==> src/common/bcfg_pkg.sv <==
// Boot configuration shared types, address map and register offsets
package bcfg_pkg;

    // Register bus address and data
    typedef logic [15:0] addr_t;
    typedef logic [31:0] word_t;

    // Connector lines, line 0 at the MSB end as on the board schematics
    typedef logic [0:33] io1_t;
    typedef logic [0:39] io2_t;

    // Rotary switch value
    typedef logic [3:0] board_id_t;

    // Block codes in address bits 15:12
    localparam logic [3:0] ADDR_MAIN = 4'd0;
    localparam logic [3:0] ADDR_PROM = 4'd5;

    // Offsets in address bits 3:0 of the main block
    localparam logic [3:0] REG_STATUS  = 4'd0;
    localparam logic [3:0] REG_VERSION = 4'd1;

    // ASCII "BCFG"
    localparam word_t BCFG_VERSION = 32'h42434647;

    // Attached daughter board
    typedef enum logic [2:0] {
        NONE,
        QLA,
        DQLA,
        DRAC,
        UNKNOWN
    } board_t;

endpackage

==> src/common/reg_bus_if.sv <==
// Register bus between the top-level decoder and the register blocks
`timescale 1ns/1ps

interface reg_bus_if
    import bcfg_pkg::*;
();

    addr_t raddr;
    addr_t waddr;
    word_t rdata;
    word_t wdata;
    // Already qualified for the target block
    logic  wen;

    // Decoder side
    modport master (
        output raddr, waddr, wdata, wen,
        input  rdata
    );

    // Register block side, rdata is combinational from raddr
    modport slave (
        input  raddr, waddr, wdata, wen,
        output rdata
    );

endinterface

==> src/rtl/board_detect.sv <==
// Daughter board decoder from the power-up levels of the connector lines
`timescale 1ns/1ps

module board_detect
    import bcfg_pkg::*;
(
    input  logic       sysclk,
    input  logic       arst_n,
    input  io1_t       io1,
    input  io2_t       io2,
    output logic       is_none,
    output logic       is_qla,
    output logic       is_dqla,
    output logic       is_drac,
    output logic [4:0] term,
    output board_t     board
);

    logic   qla_zeros;
    logic   dqla_zeros;
    logic   dqla_ones;
    logic   drac_zeros;
    logic   drac_ones;
    logic   none_c;
    board_t board_c;

    // --------------------------------------------------
    // Detection terms
    // --------------------------------------------------

    // All lines pulled up, nothing attached
    assign none_c = (&io1) & (&io2);

    // QLA ties these low; DQLA, DRAC and NONE leave some high
    assign qla_zeros = ~(io1[0] | io1[31] | io1[32] |
                         io2[1] | io2[3] | io2[5] | io2[7] | io2[11] |
                         (|io2[31:38]));

    // DQLA
    assign dqla_zeros = ~io1[0];
    assign dqla_ones  = io1[12] & io1[31];

    // DRAC
    assign drac_zeros = ~(io1[9] | io1[12] | io1[19] | io1[21] | io1[23] | io1[32] |
                          io2[10] | io2[15] | io2[22] | io2[28] | io2[29] | io2[34]);
    assign drac_ones  = io2[1] & io2[3] & io2[31] & io2[32] & io2[36];

    // Board type, DRAC first so it agrees with is_drac
    always_comb begin
        if (drac_zeros && drac_ones) begin
            board_c = DRAC;
        end else if (dqla_zeros && dqla_ones) begin
            board_c = DQLA;
        end else if (qla_zeros) begin
            board_c = QLA;
        end else if (none_c) begin
            board_c = NONE;
        end else begin
            board_c = UNKNOWN;
        end
    end

    // One register stage from the lines to the flags
    always_ff @(posedge sysclk or negedge arst_n) begin
        if (!arst_n) begin
            is_none <= 1'b0;
            is_qla  <= 1'b0;
            is_dqla <= 1'b0;
            is_drac <= 1'b0;
            term    <= 5'd0;
            board   <= UNKNOWN;
        end else begin
            is_none <= none_c;
            is_qla  <= qla_zeros;
            is_dqla <= dqla_zeros & dqla_ones;
            is_drac <= drac_zeros & drac_ones;
            // Same order as the status word
            term    <= {qla_zeros, dqla_zeros, dqla_ones, drac_zeros, drac_ones};
            board   <= board_c;
        end
    end

endmodule

==> src/prom/prom_spi.sv <==
// SPI master running 32-bit command frames to the board EEPROM
`timescale 1ns/1ps

module prom_spi
    import bcfg_pkg::*;
#(
    parameter int PROM_CLK_DIV = 4
) (
    input  logic sysclk,
    input  logic arst_n,
    reg_bus_if.slave bus,
    output logic sclk,
    output logic mosi,
    output logic cs_n,
    input  logic miso
);

    localparam int DIV_W = (PROM_CLK_DIV > 1) ? $clog2(PROM_CLK_DIV) : 1;
    localparam logic [DIV_W-1:0] DIV_END = DIV_W'(PROM_CLK_DIV - 1);

    typedef enum logic [1:0] {
        S_IDLE,
        S_SHIFT,
        S_DONE
    } spi_state_t;

    spi_state_t       state;
    logic [DIV_W-1:0] div_cnt;
    logic [4:0]       bit_cnt;
    word_t            cmd_q;
    word_t            tx_q;
    logic [7:0]       rx_q;
    logic [7:0]       result;
    logic             busy;

    assign busy = (state != S_IDLE);
    assign mosi = tx_q[31];

    // Offset 0 is status and result, offset 1 reads back the command
    always_comb begin
        case (bus.raddr[3:0])
            4'd0:    bus.rdata = {busy, 23'd0, result};
            4'd1:    bus.rdata = cmd_q;
            default: bus.rdata = 32'd0;
        endcase
    end

    // --------------------------------------------------
    // Frame engine
    // --------------------------------------------------
    always_ff @(posedge sysclk or negedge arst_n) begin
        if (!arst_n) begin
            state   <= S_IDLE;
            div_cnt <= '0;
            bit_cnt <= 5'd0;
            sclk    <= 1'b0;
            cs_n    <= 1'b1;
        end else begin
            case (state)
                S_IDLE: begin
                    // Commands written while busy fall through to nothing
                    if (bus.wen && bus.waddr[3:0] == 4'd0) begin
                        state   <= S_SHIFT;
                        cs_n    <= 1'b0;
                        div_cnt <= '0;
                        bit_cnt <= 5'd0;
                    end
                end
                S_SHIFT: begin
                    if (div_cnt == DIV_END) begin
                        div_cnt <= '0;
                        sclk    <= ~sclk;
                        // Falling edge closes the bit
                        if (sclk) begin
                            bit_cnt <= bit_cnt + 5'd1;
                            if (bit_cnt == 5'd31) begin
                                state <= S_DONE;
                            end
                        end
                    end else begin
                        div_cnt <= div_cnt + 1'b1;
                    end
                end
                S_DONE: begin
                    cs_n  <= 1'b1;
                    state <= S_IDLE;
                end
                default: state <= S_IDLE;
            endcase
        end
    end

    // Payload registers
    always_ff @(posedge sysclk) begin
        if (state == S_IDLE && bus.wen && bus.waddr[3:0] == 4'd0) begin
            cmd_q <= bus.wdata;
            tx_q  <= bus.wdata;
        end else if (state == S_SHIFT && div_cnt == DIV_END) begin
            if (!sclk) begin
                // Sample on rising sclk
                rx_q <= {rx_q[6:0], miso};
            end else begin
                tx_q <= {tx_q[30:0], 1'b0};
            end
        end
        // Last byte of the reply
        if (state == S_DONE) begin
            result <= rx_q;
        end
    end

endmodule

==> src/rtl/sample_buffer.sv <==
// Free-running timestamp and four-word snapshot for block reads
`timescale 1ns/1ps

module sample_buffer
    import bcfg_pkg::*;
(
    input  logic        sysclk,
    input  logic        arst_n,
    input  logic        sample_start,
    output logic        sample_busy,
    input  logic [5:0]  sample_raddr,
    output word_t       sample_rdata,
    output word_t       timestamp,
    input  logic [21:0] status_hi,
    input  io1_t        io1,
    input  io2_t        io2
);

    word_t snap [4];
    logic  capture;

    // New start only when the previous one has been released
    assign capture = sample_start & ~sample_busy;

    assign sample_rdata = snap[sample_raddr[1:0]];

    // Timestamp restarts at each capture
    always_ff @(posedge sysclk or negedge arst_n) begin
        if (!arst_n) begin
            timestamp   <= 32'd0;
            sample_busy <= 1'b0;
        end else begin
            timestamp   <= capture ? 32'd0 : timestamp + 32'd1;
            // Held while start is high
            sample_busy <= sample_start;
        end
    end

    // --------------------------------------------------
    // Snapshot words
    // --------------------------------------------------
    always_ff @(posedge sysclk) begin
        if (capture) begin
            // Old timestamp, before the clear
            snap[0] <= timestamp;
            snap[1] <= {status_hi, io1[0:9]};
            snap[2] <= {io1[10:33], io2[0:7]};
            snap[3] <= io2[8:39];
        end
    end

endmodule

==> src/led/led_chain.sv <==
// Front-panel LED walker with WS2811 serial encoding
`timescale 1ns/1ps

module led_chain #(
    parameter int NUM_LEDS     = 7,
    parameter int LED_T0H      = 15,
    parameter int LED_T1H      = 30,
    parameter int LED_TBIT     = 61,
    parameter int LED_RESET    = 2500,
    parameter int BLINK_CYCLES = 12_288_000
) (
    input  logic sysclk,
    input  logic arst_n,
    output logic led_do
);

    localparam int IDX_W   = $clog2(NUM_LEDS + 1);
    localparam int CNT_W   = $clog2(LED_RESET + LED_TBIT + 1);
    localparam int BLINK_W = $clog2(BLINK_CYCLES + 1);

    localparam logic [IDX_W-1:0]   LAST_LED  = IDX_W'(NUM_LEDS - 1);
    localparam logic [CNT_W-1:0]   T0H_END   = CNT_W'(LED_T0H - 1);
    localparam logic [CNT_W-1:0]   T1H_END   = CNT_W'(LED_T1H - 1);
    localparam logic [CNT_W-1:0]   TBIT_END  = CNT_W'(LED_TBIT - 1);
    localparam logic [CNT_W-1:0]   RESET_END = CNT_W'(LED_RESET - 1);
    localparam logic [BLINK_W-1:0] BLINK_END = BLINK_W'(BLINK_CYCLES - 1);

    // GRB word of the lit LED, green 50
    localparam logic [23:0] LIT_WORD = {8'd50, 8'd0, 8'd0};

    typedef enum logic [1:0] {
        S_RESET,
        S_HIGH,
        S_LOW
    } led_state_t;

    led_state_t         state;
    logic [BLINK_W-1:0] blink_cnt;
    logic [IDX_W-1:0]   on_led;
    logic [IDX_W-1:0]   lit_q;
    logic [IDX_W-1:0]   led_idx;
    logic [4:0]         bit_idx;
    logic [CNT_W-1:0]   cnt;
    logic               cur_bit;

    // --------------------------------------------------
    // Blink sequencer, LED 0 stays dark
    // --------------------------------------------------
    always_ff @(posedge sysclk or negedge arst_n) begin
        if (!arst_n) begin
            blink_cnt <= '0;
            on_led    <= IDX_W'(1);
        end else if (blink_cnt == BLINK_END) begin
            blink_cnt <= '0;
            on_led    <= (on_led == LAST_LED) ? IDX_W'(1) : on_led + 1'b1;
        end else begin
            blink_cnt <= blink_cnt + 1'b1;
        end
    end

    // Current bit, MSB first
    assign cur_bit = (led_idx == lit_q) ? LIT_WORD[bit_idx] : 1'b0;

    assign led_do = (state == S_HIGH);

    // --------------------------------------------------
    // Serializer
    // --------------------------------------------------
    always_ff @(posedge sysclk or negedge arst_n) begin
        if (!arst_n) begin
            state   <= S_RESET;
            cnt     <= '0;
            led_idx <= '0;
            bit_idx <= 5'd23;
            lit_q   <= IDX_W'(1);
        end else begin
            cnt <= cnt + 1'b1;
            case (state)
                S_RESET: begin
                    if (cnt == RESET_END) begin
                        // Frame start, freeze the lit index
                        state   <= S_HIGH;
                        cnt     <= '0;
                        led_idx <= '0;
                        bit_idx <= 5'd23;
                        lit_q   <= on_led;
                    end
                end
                S_HIGH: begin
                    if (cnt == (cur_bit ? T1H_END : T0H_END)) begin
                        state <= S_LOW;
                    end
                end
                S_LOW: begin
                    if (cnt == TBIT_END) begin
                        cnt   <= '0;
                        state <= S_HIGH;
                        if (bit_idx != 5'd0) begin
                            bit_idx <= bit_idx - 5'd1;
                        end else if (led_idx == LAST_LED) begin
                            state <= S_RESET;
                        end else begin
                            led_idx <= led_idx + 1'b1;
                            bit_idx <= 5'd23;
                        end
                    end
                end
                default: state <= S_RESET;
            endcase
        end
    end

endmodule

==> src/rtl/boot_config.sv <==
// Boot configuration check top level with register map and board pins
`timescale 1ns/1ps

module boot_config
    import bcfg_pkg::*;
#(
    parameter int PROM_CLK_DIV = 4,
    parameter int NUM_LEDS     = 7,
    parameter int LED_T0H      = 15,
    parameter int LED_T1H      = 30,
    parameter int LED_TBIT     = 61,
    parameter int LED_RESET    = 2500,
    parameter int BLINK_CYCLES = 12_288_000
) (
    input  logic        sysclk,
    input  logic        arst_n,
    input  board_id_t   board_id,
    input  logic        is_v30,
    input  io1_t        io1,
    input  io2_t        io2,
    input  addr_t       reg_raddr,
    input  addr_t       reg_waddr,
    input  word_t       reg_wdata,
    input  logic        reg_wen,
    output word_t       reg_rdata,
    output logic [63:0] emio,
    input  logic        sample_start,
    output logic        sample_busy,
    input  logic [5:0]  sample_raddr,
    output word_t       sample_rdata,
    output word_t       timestamp,
    output logic        prom_sclk,
    output logic        prom_mosi,
    output logic        prom_cs_n,
    input  logic        prom_miso,
    output logic        led_do
);

    logic       is_none, is_qla, is_dqla, is_drac;
    logic [4:0] term;
    board_t     board;
    word_t      status;
    logic       spi_sclk, spi_mosi, led_raw;

    reg_bus_if bus_if ();

    board_detect u_detect (
        .sysclk (sysclk), .arst_n (arst_n), .io1 (io1), .io2 (io2),
        .is_none (is_none), .is_qla (is_qla), .is_dqla (is_dqla), .is_drac (is_drac),
        .term (term), .board (board)
    );

    // --------------------------------------------------
    // Register bus to the EEPROM controller
    // --------------------------------------------------
    assign bus_if.raddr = reg_raddr;
    assign bus_if.waddr = reg_waddr;
    assign bus_if.wdata = reg_wdata;
    // PROM block, low register page only
    assign bus_if.wen   = reg_wen && (reg_waddr[15:12] == ADDR_PROM) && (reg_waddr[7:4] == 4'd0);

    prom_spi #(.PROM_CLK_DIV(PROM_CLK_DIV)) u_prom (
        .sysclk (sysclk), .arst_n (arst_n), .bus (bus_if.slave),
        .sclk (spi_sclk), .mosi (spi_mosi), .cs_n (prom_cs_n), .miso (prom_miso)
    );

    // Clock and data only driven inside a frame
    assign prom_sclk = ~prom_cs_n & spi_sclk;
    assign prom_mosi = ~prom_cs_n & spi_mosi;

    // Flags, raw terms, low bits zero
    assign status = {4'd0, board_id, is_none, is_qla, is_dqla, is_drac, is_v30, term, 14'd0};
    assign emio = {BCFG_VERSION, status};

    // Read mux on the block code
    always_comb begin
        case (reg_raddr[15:12])
            ADDR_PROM: reg_rdata = bus_if.rdata;
            ADDR_MAIN: begin
                if (reg_raddr[3:0] == REG_STATUS) begin
                    reg_rdata = status;
                end else if (reg_raddr[3:0] == REG_VERSION) begin
                    reg_rdata = BCFG_VERSION;
                end else begin
                    reg_rdata = 32'd0;
                end
            end
            default:   reg_rdata = 32'd0;
        endcase
    end

    sample_buffer u_sample (
        .sysclk (sysclk), .arst_n (arst_n),
        .sample_start (sample_start), .sample_busy (sample_busy),
        .sample_raddr (sample_raddr), .sample_rdata (sample_rdata),
        .timestamp (timestamp), .status_hi (status[31:10]), .io1 (io1), .io2 (io2)
    );

    led_chain #(
        .NUM_LEDS (NUM_LEDS), .LED_T0H (LED_T0H), .LED_T1H (LED_T1H),
        .LED_TBIT (LED_TBIT), .LED_RESET (LED_RESET), .BLINK_CYCLES (BLINK_CYCLES)
    ) u_led (
        .sysclk (sysclk), .arst_n (arst_n), .led_do (led_raw)
    );

    // LED pin belongs to the DRAC only
    assign led_do = (board == DRAC) & led_raw;

endmodule

==> config.mk <==
export PLATFORM = sky130hd
export DESIGN_NAME = boot_config
export DESIGN_NICKNAME = d
export VERILOG_FILES = /design/src/common/bcfg_pkg.sv /design/src/common/reg_bus_if.sv /design/src/rtl/board_detect.sv /design/src/prom/prom_spi.sv /design/src/rtl/sample_buffer.sv /design/src/led/led_chain.sv /design/src/rtl/boot_config.sv
export SDC_FILE = /design/constraint.sdc
export NUM_CORES = 1
export LEC_CHECK = 0
export BUFFER_PORTS_ARGS = -buffer_cell sky130_fd_sc_hd__buf_2
export CORE_ASPECT_RATIO = 0.7
export CORE_UTILIZATION = 54
export DETAILED_ROUTE_END_ITERATION = 8
export GPL_ROUTABILITY_DRIVEN = 0
export GPL_TIMING_DRIVEN = 0
export PLACE_DENSITY = 0.8
export SYNTH_ARGS = -nofsm -noshare
export SYNTH_HDL_FRONTEND = slang
export SYNTH_SLANG_ARGS = --single-unit
==> constraint.sdc <==
create_clock -name sysclk -period 12.1 [get_ports sysclk]
set_input_delay 1.21 -clock sysclk [delete_from_list [all_inputs] [get_ports sysclk]]
set_output_delay 1.21 -clock sysclk [all_outputs]
set_load 0.005 [all_outputs]
# Yosys cells after proc, flatten, opt, wreduce, memory -nomap -nowiden
# Memory sizes are Yosys's and may differ from the RTL's.
# Index checks and enable logic that the tools add are counted.
dict set report word_totals {
  rom_bits 32
  inputBits 154
  output_inout_bits 165
  word_cells 187
  memories 2
  ff_bits 188
  ramBits 128
}
dict set report classes {
  n_addsub 8
  n_reduce_logical 35
  n_mux 52
  magnitude_cmp 1
  eq_ne 27
  n_bitwise 38
}
# memory words width read_ports rd_ports_with_merged_regs wr line
set memory_table {}
lappend memory_table {u_sample.snap 4 32 1 0 4 sample_buffer.sv:19} ;# word_t snap [4];
lappend memory_table {{(name not given)} 32 1 1 0 0 led_chain.sv:62} ;# assign cur_bit = (led_idx == lit_q) ? LIT_WORD[bit_idx] : 1'b0;
# operator count
set op_table {}
lappend op_table {{2-to-1 mux 32 bit} 4}
lappend op_table {{case mux 32 bit (2 select lines)} 2}
lappend op_table {{2-to-1 mux 31 bit} 2}
lappend op_table {{2-to-1 mux 5 bit} 8}
lappend op_table {{AND reduction 40 bit} 1}
lappend op_table {{AND reduction 34 bit} 1}
lappend op_table {{adder 32 x 1 -> 32 bit (second input constant)} 1}
lappend op_table {{2-to-1 mux 3 bit} 9}
lappend op_table {{adder 24 x 1 -> 24 bit (second input constant)} 1}
lappend op_table {{== test 24 bit (second input constant)} 1}
lappend op_table {{2-to-1 mux 12 bit} 2}
lappend op_table {{2-to-1 mux 24 bit} 1}
lappend op_table {{case mux 12 bit (2 select lines)} 1}
lappend op_table {{2-to-1 mux 2 bit} 10}
lappend op_table {{case mux 5 bit (2 select lines)} 2}
lappend op_table {{OR 1 bit} 19}
lappend op_table {{logical NOT 4 bit} 4}
lappend op_table {{inequality test 2 x 1 -> 1 bit (second input constant)} 7}
lappend op_table {{adder 12 x 1 -> 12 bit (second input constant)} 1}
lappend op_table {{bitwise AND 1 bit} 12}
lappend op_table {{== test 12 bit} 1}
lappend op_table {{== test 12 bit (second input constant)} 1}
lappend op_table {{== test 12 x 6 -> 1 bit (second input constant)} 1}
lappend op_table {{AND reduction 4 bit} 3}
lappend op_table {{29 further kinds} 66}

# Depth between registers and ports, before layout
dict set report logic_depth {
  depth_word 14
  mapped_depth 7
  ltp_nobuf 7
}

# Cells and area by module
# From an unflattened synthesis, not the netlist that was laid out.
dict set report hier_totals {
  cells_unflattened 1000
  area_unflattened_um2 14179.8
}
# mod area_each_um2 instances seq_area_each_um2 cells_each
set by_module_without_submodules {}
lappend by_module_without_submodules {sample_buffer 6272.3 1 4669.5 342}
lappend by_module_without_submodules {prom_spi 3787.4 1 2678.8 214}
lappend by_module_without_submodules {led_chain 2713.9 1 1308.8 257}
lappend by_module_without_submodules {boot_config 837.1 1 0.0 127}
lappend by_module_without_submodules {board_detect 569.3 1 276.5 60}

# Worst setup path before layout
# Ideal clock, no wire load.
dict set report synth_path {
  kind {input port to flip-flop}
  start {input port sample_start}
  end {memory u_sample.snap[0][0] (netlist bit) (enable)}
  t_arrival_ps 4937
  required_ps 11570
  path_slack_ps 6634
  setup_ps 530
  cell_stages 3
  n_path_buf 2
  path_cell_list {nor2b_1 -> clkbuf_1 -> clkbuf_1}
}
# element line
set synth_lines {}
lappend synth_lines {{from (decl)} boot_config.sv:27} ;# input logic sample_start,
lappend synth_lines {{to (decl)} sample_buffer.sv:19}

# Worst setup path in the final report
dict set report layout_path {
  start {input port reg_raddr[15]}
  end {output port reg_rdata[31]}
}
dict set report layout_between {
  elab_chain_cells 2
  elab_cells_between_ends 3
  cone_classes {eq/ne: 1; mux: 1; reduce/logical: 1}
}
# element line
set layout_rtl {}
lappend layout_rtl {{from (decl)} boot_config.sv:21} ;# input addr_t reg_raddr,
lappend layout_rtl {{== test 4 x 3 -> 1 bit / logical NOT 4 bit (equally long branches)} boot_config.sv:77} ;# case (reg_raddr[15:12])
lappend layout_rtl {{case mux 32 bit (2 select lines) *} boot_config.sv:77}
lappend layout_rtl {{to (decl)} boot_config.sv:25} ;# output word_t reg_rdata,
# Every way passes the cells marked *; elsewhere a longest branch is shown, timed or not.

==> qor.yml <==
worstPathMaxFanout: 10
ant_nets: 0
p_int_mw: 1.78
peakVddDrop_v: 0.000138
rows: 47
slew_violations: 0
p_sw_uw: 481
syn-cell-area_um2: 13300
fin_crit_ns: 4.44
postCtsSetupBuffers: 0
start_util: 0.557
synthToLayoutAreaGrowth_pct: 21.7
final_cell_mix: "buf_2 (259), edfxtp_1 (199), dfrtp_1 (99)"
synthDistinctLibCells: 60
clk_path_buf_depth: 3
worstSetupPathType: "in2out"
postSynthAreaPerCell_um2: 13.7
synth_top_area_frac: 0.448
routed_via_density: 5.69
combinationalPowerShare: 0.065
tightestPinTransition_ns: 0.981
numPortBuffers: 249
cts_tree: "yes"
crit_path_end_kind: "output pin"
cts_root_buf: "clkbuf_16"
fmax_mhz: 225
worst_setup_path_start_kind: "primary input"
min_path_type: "reg2reg"
synth_edf_count: 199
ys_warn_count: 0
slew_headroom: 0.346
overflow: 0
skew_ns: 0.0227
nets: 1468
setup_ws_ns: 7.66
drive_above_1_share: 0.340
final_common_cell: "buf_2"
io_pins: 319
fp.dieW_um: 190
ys.flop_type: "edfxtp_1"
setup_tns_ns: 0
timing.final.crit_share: 0.367
synthTopCellsByArea: "edfxtp_1 (45%), dfrtp_1 (19%), mux4_2 (4.1%)"
hold_viol_final: 0
p_sw_frac: 0.213
post-place-ws_ns: 7.73
cts.htree.levels: 1
fill_cells: 1678
grt_pass1_vias: 9055
core_um2: 23900
hpwl_um: 24900
first_iter_violations: 907
seqPwrFrac: 0.514
final-setup-viol-count: 0
status: "finished, final reports clean"
first_pass_iters: 6
clkLatencyLatePin_ns: 0.56
regArea_um2: 8660
ys_seq_elements: 306
p_per_area_nw_per_um2: 139
grt_max_degree: 67
drv_cap: 0
clkPwrFrac: 0.422
antenna_found_initial: 2
die_y_um: 133
arrival_ns: 3.23
grt_util_all_layers: 0.272
cts_resized: 0
timing.hold.ws_ns: 0.443
multiInputGateArea_um2: 4180
grt_pass1_wl_um: 52000
dieArea_um2: 25300
rsz0062_at_grt: "false"
clk_pin_slew_ns: 0.07
ys_seq_area_frac: 0.650
route.vias.total: 9364
synthCells: 973
remaining_drc_errors: 0
p_leak_nw: 6.87
wl_per_cell_um: 20.8
wl_um: 34200
synthArstFlopShare: 0.350
cts.sink_count: 306
ctsHoldBuffers: 0
yosysTopAreaCell: "edfxtp_1"
cts_buffers: 29
cp.required_ns: 10.89
==> final timing paths <==
path                                  from                      to  slack (ns)  cells past startpoint
max                          reg_raddr[15]           reg_rdata[31]        7.66                      7
min                         u_prom.rx_q[7]        u_prom.result[7]        0.44                      0
max reg2reg                u_prom.state[1]         u_prom.tx_q[29]        9.57                      4
min reg2reg                 u_prom.rx_q[7]        u_prom.result[7]        0.44                      0
max in group asynchronous           arst_n             u_prom.cs_n       10.64                      2
min in group asynchronous           arst_n  u_sample.timestamp[15]        0.68                      1
==> cell type report <==
cell class	count	share of cell area
diodes	2	0.000308
plain buffers	93	0.0379
clock buffers	46	0.0530
clock inverters	8	0.00879
inverters	16	0.00370
multi-input cells	606	0.258
flip-flops and latches	306	0.534
well taps	318	0.0245
repair buffers	251	0.0803
==> worst max-delay path: stages <==
cell and delay [ns]:
buf_2 0.10, or4_4 0.57, nor2_1 0.14, nand3_1 0.27, clkbuf_1 0.37, nor3_1 0.38
buf_2 0.18
==> through the flow <==
stage | power [mW] | util | std cells | area, um^2
after detailed placement | 1.32 | 0.636 | 1590 | 15200
after floorplan | 1.24 | - | 1021 | 13500
after global routing | 2.33 | 0.678 | 1644 | 16200
final | 2.26 | 0.678 | 1646 | 16200
after CTS | 2.27 | 0.678 | 1644 | 16200
after global placement | 1.32 | 0.633 | 1588 | 15200
==> kinds of logic after synthesis <==
kind of cell | after synthesis | share of synthesized area
AO/OA/AOI/OAI | 73 | 0.0325
XOR/XNOR | 65 | 0.0427
adder cells (fa/ha/maj) | 11 | 0.0103
buffers and inverters | 109 | 0.0503
flip-flops | 306 | 0.650
multiplexers | 75 | 0.0824
other | 2 | 0.000563
AND/OR/NAND/NOR | 332 | 0.132
==> state kept, by name, summed over array words and instances (netlist names), 4 cells and up <==
name,flops
u_detect.term,4
u_sample.timestamp,32
u_prom.tx_q,32
u_prom.cmd_q,32
u_led.blink_cnt,24
u_led.bit_idx,5
u_sample.snap,119
u_prom.rx_q,8
u_led.cnt,12
u_prom.bit_cnt,5
u_prom.result,8
==> metal layers <==
layer / part of all wire / track usage / vias to the layer above
met5: 0 / 0 / -
met4: 0.025 / 0.0721 / 0
met2: 0.44 / 0.398 / 519
li1: - / - / 4148
met1: 0.43 / 0.415 / 4616
met3: 0.10 / 0.0585 / 81
==> power by group through the flow <==
| stage | Clock [mW] | Sequential, mW | Combinational, mW |
|---|---|---|---|
| global route | 1.00 | 1.16 | 0.158 |
| CTS | 0.960 | 1.16 | 0.145 |
| detailed placement | 0 | 1.18 | 0.143 |
| floorplan | 0 | 1.18 | 0.0661 |
| finish | 0.953 | 1.16 | 0.146 |
| global placement | 0 | 1.18 | 0.138 |
==> Yosys cell counts (all sizes together) (3+ instances only) <==
library cell and count:
nor2 79, or3 5, edfxtp 199, and3 16, nand4 34, buf 77, nor4 22, and4 12
inv 15, nand2 57, nor2b 12, o31ai 3, mux4 24, nor3 18, nand3 51, dfstp 8
nand2b 6, ha 11, o21ai 35, clkbuf 16, mux2i 16, xnor2 30, mux2 35, dfrtp 99
and2 9, a21oi 22, xor2 35
(Power assumes the default switching activity.)
